**src/rtl/ohci_list_pkg.sv**
```systemverilog
/* shared types for the OHCI list scheduler; ED/TD addresses are 16-byte aligned
   and carried without the low nibble, register port is AXI4-Lite with 8-bit offsets */
package ohci_list_pkg;

  // endpoint type, upper bit clear for the periodic lists
  typedef enum logic [1:0] {
    ISOCHRONOUS = 2'b00,
    INTERRUPT   = 2'b01,
    CONTROL     = 2'b10,
    BULK        = 2'b11
  } channel_e;

  // ED or TD address bits 31:4
  typedef logic [27:0] ed_addr_t;

  // control/bulk service ratio minus one
  typedef logic [1:0] ratio_t;

  // AXI4-Lite field widths
  typedef logic [7:0]  axil_addr_t;
  typedef logic [31:0] axil_data_t;
  typedef logic [1:0]  axil_resp_t;

  // fetch request toward the DMA
  typedef struct packed {
    ed_addr_t address;
    channel_e channel;
    logic     is_ed;
  } dma_req_t;

  // item offered by the list walker
  typedef struct packed {
    ed_addr_t address;
    channel_e channel;
    logic     is_ed;
  } nextis_t;

  // master to slave
  typedef struct packed {
    axil_addr_t awaddr;
    logic       awvalid;
    axil_data_t wdata;
    logic       wvalid;
    logic       bready;
    axil_addr_t araddr;
    logic       arvalid;
    logic       rready;
  } axil_req_t;

  // slave to master
  typedef struct packed {
    logic       awready;
    logic       wready;
    axil_resp_t bresp;
    logic       bvalid;
    logic       arready;
    axil_data_t rdata;
    axil_resp_t rresp;
    logic       rvalid;
  } axil_rsp_t;

  // operational register offsets
  localparam axil_addr_t REG_CONTROL         = 8'h00;
  localparam axil_addr_t REG_CONTROL_HEAD    = 8'h04;
  localparam axil_addr_t REG_CONTROL_CURRENT = 8'h08;
  localparam axil_addr_t REG_BULK_HEAD       = 8'h0C;
  localparam axil_addr_t REG_BULK_CURRENT    = 8'h10;
  localparam axil_addr_t REG_PERIOD_CURRENT  = 8'h14;

  localparam axil_resp_t RESP_OKAY   = 2'b00;
  localparam axil_resp_t RESP_SLVERR = 2'b10;

endpackage

```
**src/rtl/ohci_op_regs.sv**
```systemverilog
/* AXI4-Lite slave, one outstanding write and one outstanding read; unmapped
   offsets answer SLVERR, reads return zero there and writes are dropped */
`timescale 1ns/10ps

module ohci_op_regs (
  input  logic                     clk_i,
  input  logic                     rst_n_i,
  input  ohci_list_pkg::axil_req_t axil_req_i,
  output ohci_list_pkg::axil_rsp_t axil_rsp_o,
  input  logic                     ctrl_cur_we_i,
  input  logic                     bulk_cur_we_i,
  input  logic                     period_cur_we_i,
  input  ohci_list_pkg::ed_addr_t  cur_d_i,
  output ohci_list_pkg::ratio_t    ratio_o,
  output logic                     frame_periodic_o,
  output ohci_list_pkg::ed_addr_t  ctrl_head_o,
  output ohci_list_pkg::ed_addr_t  bulk_head_o,
  output ohci_list_pkg::ed_addr_t  ctrl_cur_o,
  output ohci_list_pkg::ed_addr_t  bulk_cur_o,
  output ohci_list_pkg::ed_addr_t  period_cur_o
);
  import ohci_list_pkg::*;

  logic       aw_held_q;
  logic       w_held_q;
  axil_addr_t aw_addr_q;
  axil_data_t w_data_q;
  logic       aw_fire;
  logic       w_fire;
  logic       wr_fire;
  axil_addr_t wr_addr;
  axil_data_t wr_data;
  logic       wr_hit;
  logic       bvalid_q;
  axil_resp_t bresp_q;
  logic       ar_fire;
  logic       rd_hit;
  axil_data_t rd_data;
  logic       rvalid_q;
  axil_data_t rdata_q;
  axil_resp_t rresp_q;
  ratio_t     ratio_q;
  logic       frame_periodic_q;
  ed_addr_t   ctrl_head_q;
  ed_addr_t   bulk_head_q;
  ed_addr_t   ctrl_cur_q;
  ed_addr_t   bulk_cur_q;
  ed_addr_t   period_cur_q;

  // AW and W accepted independently, each held until its partner shows up
  assign aw_fire = axil_req_i.awvalid && axil_rsp_o.awready;
  assign w_fire  = axil_req_i.wvalid && axil_rsp_o.wready;
  assign wr_fire = (aw_held_q || aw_fire) && (w_held_q || w_fire);
  // held copy first, else the live channel
  assign wr_addr = aw_held_q ? aw_addr_q : axil_req_i.awaddr;
  assign wr_data = w_held_q ? w_data_q : axil_req_i.wdata;
  assign wr_hit  = wr_addr inside {REG_CONTROL, REG_CONTROL_HEAD, REG_CONTROL_CURRENT,
                                   REG_BULK_HEAD, REG_BULK_CURRENT, REG_PERIOD_CURRENT};

  always_ff @(posedge clk_i or negedge rst_n_i) begin
    if (!rst_n_i) begin
      aw_held_q <= 1'b0;
      w_held_q  <= 1'b0;
      bvalid_q  <= 1'b0;
      bresp_q   <= RESP_OKAY;
    end else if (wr_fire) begin
      aw_held_q <= 1'b0;
      w_held_q  <= 1'b0;
      bvalid_q  <= 1'b1;
      bresp_q   <= wr_hit ? RESP_OKAY : RESP_SLVERR;
    end else begin
      if (aw_fire) aw_held_q <= 1'b1;
      if (w_fire) w_held_q <= 1'b1;
      if (bvalid_q && axil_req_i.bready) bvalid_q <= 1'b0;
    end
  end

  always_ff @(posedge clk_i) begin
    if (aw_fire) aw_addr_q <= axil_req_i.awaddr;
    if (w_fire) w_data_q <= axil_req_i.wdata;
  end

  always_ff @(posedge clk_i or negedge rst_n_i) begin
    if (!rst_n_i) begin
      ratio_q          <= '0;
      frame_periodic_q <= 1'b0;
      ctrl_head_q      <= '0;
      bulk_head_q      <= '0;
      ctrl_cur_q       <= '0;
      bulk_cur_q       <= '0;
      period_cur_q     <= '0;
    end else begin
      if (wr_fire) begin
        case (wr_addr)
          REG_CONTROL: begin
            ratio_q          <= wr_data[1:0];
            frame_periodic_q <= wr_data[2];
          end
          REG_CONTROL_HEAD:    ctrl_head_q  <= wr_data[31:4];
          REG_CONTROL_CURRENT: ctrl_cur_q   <= wr_data[31:4];
          REG_BULK_HEAD:       bulk_head_q  <= wr_data[31:4];
          REG_BULK_CURRENT:    bulk_cur_q   <= wr_data[31:4];
          REG_PERIOD_CURRENT:  period_cur_q <= wr_data[31:4];
          default: ;
        endcase
      end
      // list service updates come last so they beat a bus write
      if (ctrl_cur_we_i) ctrl_cur_q <= cur_d_i;
      if (bulk_cur_we_i) bulk_cur_q <= cur_d_i;
      if (period_cur_we_i) period_cur_q <= cur_d_i;
    end
  end

  // read decode, pointer low nibble reads zero
  always_comb begin
    rd_hit  = 1'b1;
    rd_data = '0;
    case (axil_req_i.araddr)
      REG_CONTROL:         rd_data = {29'd0, frame_periodic_q, ratio_q};
      REG_CONTROL_HEAD:    rd_data = {ctrl_head_q, 4'h0};
      REG_CONTROL_CURRENT: rd_data = {ctrl_cur_q, 4'h0};
      REG_BULK_HEAD:       rd_data = {bulk_head_q, 4'h0};
      REG_BULK_CURRENT:    rd_data = {bulk_cur_q, 4'h0};
      REG_PERIOD_CURRENT:  rd_data = {period_cur_q, 4'h0};
      default:             rd_hit  = 1'b0;
    endcase
  end

  assign ar_fire = axil_req_i.arvalid && axil_rsp_o.arready;

  always_ff @(posedge clk_i or negedge rst_n_i) begin
    if (!rst_n_i) rvalid_q <= 1'b0;
    else if (ar_fire) rvalid_q <= 1'b1;
    else if (axil_req_i.rready) rvalid_q <= 1'b0;
  end

  always_ff @(posedge clk_i) begin
    if (ar_fire) begin
      rdata_q <= rd_data;
      rresp_q <= rd_hit ? RESP_OKAY : RESP_SLVERR;
    end
  end

  // no new write address or data while a response waits
  assign axil_rsp_o.awready = !aw_held_q && !bvalid_q;
  assign axil_rsp_o.wready  = !w_held_q && !bvalid_q;
  assign axil_rsp_o.bvalid  = bvalid_q;
  assign axil_rsp_o.bresp   = bresp_q;
  assign axil_rsp_o.arready = !rvalid_q;
  assign axil_rsp_o.rvalid  = rvalid_q;
  assign axil_rsp_o.rdata   = rdata_q;
  assign axil_rsp_o.rresp   = rresp_q;

  assign ratio_o          = ratio_q;
  assign frame_periodic_o = frame_periodic_q;
  assign ctrl_head_o      = ctrl_head_q;
  assign bulk_head_o      = bulk_head_q;
  assign ctrl_cur_o       = ctrl_cur_q;
  assign bulk_cur_o       = bulk_cur_q;
  assign period_cur_o     = period_cur_q;

  // write response stays up with the same code until the master takes it
  assert property (@(posedge clk_i) disable iff (!rst_n_i)
    axil_rsp_o.bvalid && !axil_req_i.bready |=> axil_rsp_o.bvalid && $stable(axil_rsp_o.bresp));

endmodule

```
**src/rtl/ohci_list_service.sv**
```systemverilog
/* start_i must stay low during reset; a start while heads are still being sent is
   ignored, and nextis items are taken at most every second cycle */
`timescale 1ns/10ps

module ohci_list_service (
  input  logic                    clk_i,
  input  logic                    rst_n_i,
  input  logic                    start_i,
  input  logic                    frame_periodic_i,
  input  logic                    counter_is_threshold_i,
  input  logic                    nextis_valid_i,
  input  ohci_list_pkg::nextis_t  nextis_i,
  output logic                    nextis_ready_o,
  input  ohci_list_pkg::ed_addr_t ctrl_head_i,
  input  ohci_list_pkg::ed_addr_t bulk_head_i,
  input  ohci_list_pkg::ed_addr_t ctrl_cur_i,
  input  ohci_list_pkg::ed_addr_t bulk_cur_i,
  input  ohci_list_pkg::ed_addr_t period_cur_i,
  output logic                    ctrl_cur_we_o,
  output logic                    bulk_cur_we_o,
  output logic                    period_cur_we_o,
  output ohci_list_pkg::ed_addr_t cur_d_o,
  output logic                    req_valid_o,
  output ohci_list_pkg::dma_req_t req_o,
  input  logic                    req_ready_i
);
  import ohci_list_pkg::*;

  typedef enum logic [1:0] {
    IDLE,
    CTRL_HEAD,
    BULK_HEAD
  } head_state_e;

  head_state_e state_q;
  head_state_e state_d;
  logic        nextis_fire;
  logic        send_ctrl_head;
  logic        send_bulk_head;
  logic        periodic_type;
  logic        zone_match;
  logic        ed_update;
  logic        nextis_ready_d;

  assign nextis_fire   = nextis_valid_i && nextis_ready_o;
  // periodic types have the upper channel bit clear
  assign periodic_type = ~nextis_i.channel[1];
  assign zone_match    = (periodic_type == frame_periodic_i);
  // matching ED refreshes its own current pointer
  assign ed_update     = nextis_fire && nextis_i.is_ed && zone_match;

  // control head goes out straight on start unless a walker item takes the slot
  assign send_ctrl_head = (state_q == CTRL_HEAD) ||
                          ((state_q == IDLE) && start_i && !nextis_fire);
  assign send_bulk_head = (state_q == BULK_HEAD);

  always_comb begin
    state_d = state_q;
    case (state_q)
      IDLE: begin
        if (start_i) state_d = (send_ctrl_head && req_ready_i) ? BULK_HEAD : CTRL_HEAD;
      end
      CTRL_HEAD: begin
        if (req_ready_i) state_d = BULK_HEAD;
      end
      BULK_HEAD: begin
        if (req_ready_i) state_d = IDLE;
      end
      default: state_d = IDLE;
    endcase
  end

  // request mux, heads first, then walker items
  always_comb begin
    req_valid_o   = 1'b0;
    req_o.address = nextis_i.address;
    req_o.channel = nextis_i.channel;
    req_o.is_ed   = nextis_i.is_ed;
    if (send_ctrl_head) begin
      req_valid_o   = 1'b1;
      req_o.address = ctrl_head_i;
      req_o.channel = CONTROL;
      req_o.is_ed   = 1'b1;
    end else if (send_bulk_head) begin
      req_valid_o   = 1'b1;
      req_o.address = bulk_head_i;
      req_o.channel = BULK;
      req_o.is_ed   = 1'b1;
    end else if (nextis_fire) begin
      req_valid_o = 1'b1;
      // wrong zone, resume the list that should run now
      if (nextis_i.is_ed && !zone_match) begin
        if (frame_periodic_i) begin
          req_o.address = period_cur_i;
          req_o.channel = INTERRUPT;
        end else if (counter_is_threshold_i) begin
          req_o.address = bulk_cur_i;
          req_o.channel = BULK;
        end else begin
          req_o.address = ctrl_cur_i;
          req_o.channel = CONTROL;
        end
      end
    end
  end

  // current pointers load from the head once its request is taken
  assign ctrl_cur_we_o   = (send_ctrl_head && req_ready_i) ||
                           (ed_update && (nextis_i.channel == CONTROL));
  assign bulk_cur_we_o   = (send_bulk_head && req_ready_i) ||
                           (ed_update && (nextis_i.channel == BULK));
  assign period_cur_we_o = ed_update && periodic_type;
  // only heads and matching EDs are written, both carry their own address
  assign cur_d_o         = req_o.address;

  // ready next cycle only if no head is due and the stage will be empty
  assign nextis_ready_d = (state_d == IDLE) && req_ready_i && !req_valid_o;

  always_ff @(posedge clk_i or negedge rst_n_i) begin
    if (!rst_n_i) begin
      state_q        <= IDLE;
      nextis_ready_o <= 1'b0;
    end else begin
      state_q        <= state_d;
      nextis_ready_o <= nextis_ready_d;
    end
  end

  assert property (@(posedge clk_i) !rst_n_i |-> !req_valid_o);

  // a walker item always finds room in the request stage
  assert property (@(posedge clk_i) disable iff (!rst_n_i) nextis_fire |-> req_ready_i);

endmodule

```
**src/rtl/ohci_dma_request.sv**
```systemverilog
/* single-entry request register toward the DMA; ratio counter advances on
   DMA acceptance of EDs only, TDs leave it alone */
`timescale 1ns/10ps

module ohci_dma_request (
  input  logic                    clk_i,
  input  logic                    rst_n_i,
  input  logic                    req_valid_i,
  input  ohci_list_pkg::dma_req_t req_i,
  output logic                    req_ready_o,
  input  ohci_list_pkg::ratio_t   ratio_i,
  output logic                    dma_valid_o,
  output ohci_list_pkg::dma_req_t dma_req_o,
  input  logic                    dma_ready_i,
  output logic                    counter_is_threshold_o
);
  import ohci_list_pkg::*;

  logic     valid_q;
  dma_req_t req_q;
  logic     dma_fire;
  ratio_t   ctrl_cnt_q;
  logic     threshold_q;

  // empty, or draining this cycle, so refill in the same cycle
  assign req_ready_o = !valid_q || dma_ready_i;
  assign dma_fire    = valid_q && dma_ready_i;

  always_ff @(posedge clk_i or negedge rst_n_i) begin
    if (!rst_n_i) valid_q <= 1'b0;
    else if (req_ready_o) valid_q <= req_valid_i;
  end

  always_ff @(posedge clk_i) begin
    if (req_valid_i && req_ready_o) req_q <= req_i;
  end

  // threshold once ratio_i+1 control EDs went out, bulk ED restarts the count
  always_ff @(posedge clk_i or negedge rst_n_i) begin
    if (!rst_n_i) begin
      ctrl_cnt_q  <= '0;
      threshold_q <= 1'b0;
    end else if (dma_fire && req_q.is_ed) begin
      if (req_q.channel == BULK) begin
        ctrl_cnt_q  <= '0;
        threshold_q <= 1'b0;
      end else if (req_q.channel == CONTROL) begin
        if (ctrl_cnt_q == ratio_i) threshold_q <= 1'b1;
        else ctrl_cnt_q <= ctrl_cnt_q + 2'd1;
      end
    end
  end

  assign dma_valid_o            = valid_q;
  assign dma_req_o              = req_q;
  assign counter_is_threshold_o = threshold_q;

  // stalled request keeps its payload
  assert property (@(posedge clk_i) disable iff (!rst_n_i)
    dma_valid_o && !dma_ready_i |=> dma_valid_o && $stable(dma_req_o));

endmodule

```
**src/rtl/ohci_list_top.sv**
```systemverilog
/* list scheduling core; the list walker and DMA engine sit outside and
   attach through the nextis and DMA request ports */
`timescale 1ns/10ps

module ohci_list_top (
  input  logic                     clk_i,
  input  logic                     rst_n_i,
  input  ohci_list_pkg::axil_req_t axil_req_i,
  output ohci_list_pkg::axil_rsp_t axil_rsp_o,
  input  logic                     start_i,
  input  logic                     nextis_valid_i,
  input  ohci_list_pkg::nextis_t   nextis_i,
  output logic                     nextis_ready_o,
  output logic                     dma_valid_o,
  output ohci_list_pkg::dma_req_t  dma_req_o,
  input  logic                     dma_ready_i
);
  import ohci_list_pkg::*;

  // pointer update path, service to register file
  logic     ctrl_cur_we;
  logic     bulk_cur_we;
  logic     period_cur_we;
  ed_addr_t cur_d;
  // register file state seen by the service
  ratio_t   ratio;
  logic     frame_periodic;
  ed_addr_t ctrl_head;
  ed_addr_t bulk_head;
  ed_addr_t ctrl_cur;
  ed_addr_t bulk_cur;
  ed_addr_t period_cur;
  // service to request stage
  logic     req_valid;
  dma_req_t req;
  logic     req_ready;
  logic     counter_is_threshold;

  ohci_op_regs i_op_regs (
    .clk_i            (clk_i),
    .rst_n_i          (rst_n_i),
    .axil_req_i       (axil_req_i),
    .axil_rsp_o       (axil_rsp_o),
    .ctrl_cur_we_i    (ctrl_cur_we),
    .bulk_cur_we_i    (bulk_cur_we),
    .period_cur_we_i  (period_cur_we),
    .cur_d_i          (cur_d),
    .ratio_o          (ratio),
    .frame_periodic_o (frame_periodic),
    .ctrl_head_o      (ctrl_head),
    .bulk_head_o      (bulk_head),
    .ctrl_cur_o       (ctrl_cur),
    .bulk_cur_o       (bulk_cur),
    .period_cur_o     (period_cur)
  );

  ohci_list_service i_list_service (
    .clk_i                  (clk_i),
    .rst_n_i                (rst_n_i),
    .start_i                (start_i),
    .frame_periodic_i       (frame_periodic),
    .counter_is_threshold_i (counter_is_threshold),
    .nextis_valid_i         (nextis_valid_i),
    .nextis_i               (nextis_i),
    .nextis_ready_o         (nextis_ready_o),
    .ctrl_head_i            (ctrl_head),
    .bulk_head_i            (bulk_head),
    .ctrl_cur_i             (ctrl_cur),
    .bulk_cur_i             (bulk_cur),
    .period_cur_i           (period_cur),
    .ctrl_cur_we_o          (ctrl_cur_we),
    .bulk_cur_we_o          (bulk_cur_we),
    .period_cur_we_o        (period_cur_we),
    .cur_d_o                (cur_d),
    .req_valid_o            (req_valid),
    .req_o                  (req),
    .req_ready_i            (req_ready)
  );

  ohci_dma_request i_dma_request (
    .clk_i                  (clk_i),
    .rst_n_i                (rst_n_i),
    .req_valid_i            (req_valid),
    .req_i                  (req),
    .req_ready_o            (req_ready),
    .ratio_i                (ratio),
    .dma_valid_o            (dma_valid_o),
    .dma_req_o              (dma_req_o),
    .dma_ready_i            (dma_ready_i),
    .counter_is_threshold_o (counter_is_threshold)
  );

endmodule

```
**config.mk**
```make
export PLATFORM = sky130hd
export DESIGN_NAME = ohci_list_top
export DESIGN_NICKNAME = d
export VERILOG_FILES = /design/src/rtl/ohci_list_pkg.sv /design/src/rtl/ohci_op_regs.sv /design/src/rtl/ohci_list_service.sv /design/src/rtl/ohci_dma_request.sv /design/src/rtl/ohci_list_top.sv
export SDC_FILE = /design/constraint.sdc
export NUM_CORES = 1
export LEC_CHECK = 0
export BUFFER_PORTS_ARGS = -buffer_cell sky130_fd_sc_hd__clkbuf_2
export CORE_ASPECT_RATIO = 0.8
export CORE_UTILIZATION = 53
export DETAILED_ROUTE_END_ITERATION = 10
export PLACE_DENSITY = 0.83
export SYNTH_ARGS = -nofsm -noshare
export SYNTH_HDL_FRONTEND = slang
export SYNTH_SLANG_ARGS = --single-unit
```
**constraint.sdc**
```tcl
create_clock -name clk_i -period 3 [get_ports clk_i]
set_input_delay 0.6 -clock clk_i [delete_from_list [all_inputs] [get_ports clk_i]]
set_output_delay 0.6 -clock clk_i [all_outputs]
set_load 0.01 [all_outputs]
```
==> reports/summary.txt <==
status -> finished, final reports clean
CP max FO -> 17
reg-to-reg setup timing slack -> 0.42 ns
Slew Limit Headroom -> 42.6%
final setup margin -> 0.416 ns
CP endpoint kind -> flip-flop
total gr overflow -> 0
Place WS -> 0.292 ns
maxcap violations -> 0
number of port buffers -> 158
Final Critical Period -> 2.58 ns
wire length per cell -> 23.9 microns
Hold WC Path Type -> in -> async
# fillers -> 1,890
register area share after synthesis -> 53.3%
drt via density -> 6.55
Resized Gates After CTS -> 0
Clock Pin Slew Worst Setup and Hold Paths -> 0.06 ns
final setup skew -> 0.0148 ns
Worst Tran Pin Value -> 0.860 ns
Pwr Density -> 884 nW/um^2
vias -> 10,600
FP Rows -> 50
H-tree depth -> 1
clk root buf -> clkbuf_16
post-synthesis register bit count -> 257
Clock Sinks -> 257
routed wire length -> 38.7 mm
Max Freq -> 387 MHz
final max-slew violation count -> 0
Net count, final -> 1,378
area grow syn2layout -> 17.1%
unrepaired setup endpoints after global routing -> false
Worst-Skew Late Latency -> 0.55 ns
vias in the first global route -> 10,500
wire length of the first global-routing pass -> 58.9 mm
top cells by area, synth -> dfrtp_1 (30%), edfxtp_1 (24%), mux2i_1 (15%)
final setup TNS -> 0 ns
Post-DP HPWL -> 24.7 mm
Yosys top cell by area -> dfrtp_1
Worst Path Required -> 3.27 ns
CTS tree -> built
Syn Area/Cell -> 11.5 sq um
Synth top cells by count -> mux2i_1 (195), dfrtp_1 (155), edfxtp_1 (102), nand2_1 (89), o21ai_0 (78)
Synth Cell Area -> 13,000 sq um
core region area -> 23,800 sq um
initial antenna violation count -> 2
Synth Flop Type -> dfrtp_1
Netlist cell types -> 53
gpl congestion -> 0.913
Die Y -> 142 microns
Clock Tree Buf Depth -> 3
Post-synth EDFFs -> 102
DRC Markers -> 0
count leader, synth -> mux2i_1
Final Cycle Share -> 86.1%
Ports -> 163
FF+latch area -> 6940 sq um
Synth Instances -> 1,136
Yosys warning count -> 0
post-route ant nets -> 0
total global-route track usage -> 30.8%
ys async rst share -> 60.3%
Data arrival, critical path -> 2.85 ns
Post-CTS Setup Bufs -> 0
multi-input logic area -> 5640 sq um
# setup viols final -> 0
largest net degree at the start of global routing -> 70
critical path class -> reg -> reg
cts bufs inserted -> 26
area of the die -> 25,200 sq um
Synth top area share -> 29.8%
share of cells above drive strength 1 -> 24.4%
Hold Fails Final Rpt -> 0
hold buffers post-CTS -> 0
Die X -> 177 microns
Leak -> 6.90 nW
nature of the critical path startpoint -> flip-flop
worst vdd ir -> 0.505 mV
First DRT Iteration DRCs -> 1,068
initial core utilization -> 54.8%
DR pass1 iterations -> 7
## layer usage
layer / routed length (microns) / vias to the layer above / share of wire, % / global-route usage [%]
met5: 19 / - / 0.049 / 0
met4: 1310 / 2 / 3.4 / 12.0
met3: 4090 / 131 / 11 / 6.30
met2: 17900 / 696 / 46 / 49.5
met1: 15400 / 5201 / 40 / 41.0
li1: - / 4589 / - / -
## worst paths after layout
| kind | from | endpoint | cells past startpoint |
|---|---|---|---|
| setup reg to reg | i_op_regs.frame_periodic_o$_DFFE_PN0P_ | i_dma_request.dma_req_o[17]$_DFFE_PP_ | 7 |
| min in group clk_i | axil_req_i[0] | i_op_regs.rvalid_q$_DFFE_PN0P_ | 2 |
| max in group asynchronous | rst_n_i | i_op_regs.ctrl_cur_o[8]$_DFFE_PN0P_ | 2 |
| setup / recovery | i_op_regs.frame_periodic_o$_DFFE_PN0P_ | i_dma_request.dma_req_o[17]$_DFFE_PP_ | 7 |
| hold / removal | rst_n_i | i_dma_request.ctrl_cnt_q[0]$_DFFE_PN0P_ | 1 |
| hold reg to reg | i_op_regs.ctrl_head_o[13]$_DFFE_PN0P_ | i_op_regs.ctrl_head_o[13]$_DFFE_PN0P_ | 2 |
## worst max-delay path, cell delays in order, from the launching register on
cell and delay [ns]:
dfrtp_1 0.51, nor2_1 0.29, buf_4 0.24, o21bai_1 0.18
buf_4 0.28, o2bb2ai_1 0.15, o21ai_0 0.57, inv_1 0.10
## cells by family (layout without fill, tap and decap cells)
family	after synthesis	after routing	share of synthesized area (%)
AND/OR/NAND/NOR	190	190	6.84
XOR/XNOR	2	2	0.135
AO/OA/AOI/OAI	313	313	16.3
multiplexers	247	247	19.5
buffers and inverters	126	297	3.94
other	1	4	0.0288
flip-flops	257	257	53.3
## placed cells by master, fill, tap and decap left out, types with 19 or more instances in the layout
master	n
mux2i_1	195
clkbuf_2	157
dfrtp_1	154
edfxtp_1	102
nand2_1	89
o21ai_0	78
mux2_2	52
buf_4	45
o22ai_1	42
inv_1	39
nor2_1	35
a21oi_1	35
a22oi_1	33
clkbuf_16	28
a22o_1	24
nand3_1	20
o22a_1	19
## power breakdown
part           leakage [nW]  total, mW  switching [mW]  internal (mW)
logic                  3.58       4.70            2.75           1.95
registers              2.91       5.53           0.712           4.82
clock network         0.412       3.25            1.42           1.83
## per-stage QoR
stage,instances,instance area [sq um],utilization [%],total power [mW],hold WS (ns)
6_report,1622,15200,64.1,13.5,0.0794
4_1_cts,1621,15200,64.1,13.4,0.103
3_3_place_gp,1573,14400,60.5,9.92,0.484
5_1_grt,1622,15200,64.1,14.1,0.143
2_1_floorplan,1138,13000,-,8.49,0.304
3_5_place_dp,1573,14400,60.5,10.1,0.500
## final cells by class
type                       instances  area share, %
sequential                       257           45.5
multi-input combinational        755           37.0
timing repair buffer             210           8.36
clock buffer                      33           4.85
tap                              312           2.56
inverter                          39          0.960
clock inverter                    15          0.722
antenna                            1         0.0164
## flip-flops by register name, indices dropped and copies added, names as in the netlist, 8 cells and up
name,count
i_op_regs.bulk_head_o,28
i_op_regs.ctrl_head_o,28
i_dma_request.dma_req_o,31
i_op_regs.bulk_cur_o,28
i_op_regs.period_cur_o,28
i_op_regs.ctrl_cur_o,28
i_op_regs.aw_addr_q,8
i_op_regs.w_data_q,31
i_op_regs.rdata_q,31
No activity file was read; power rests on OpenSTA's default activity.
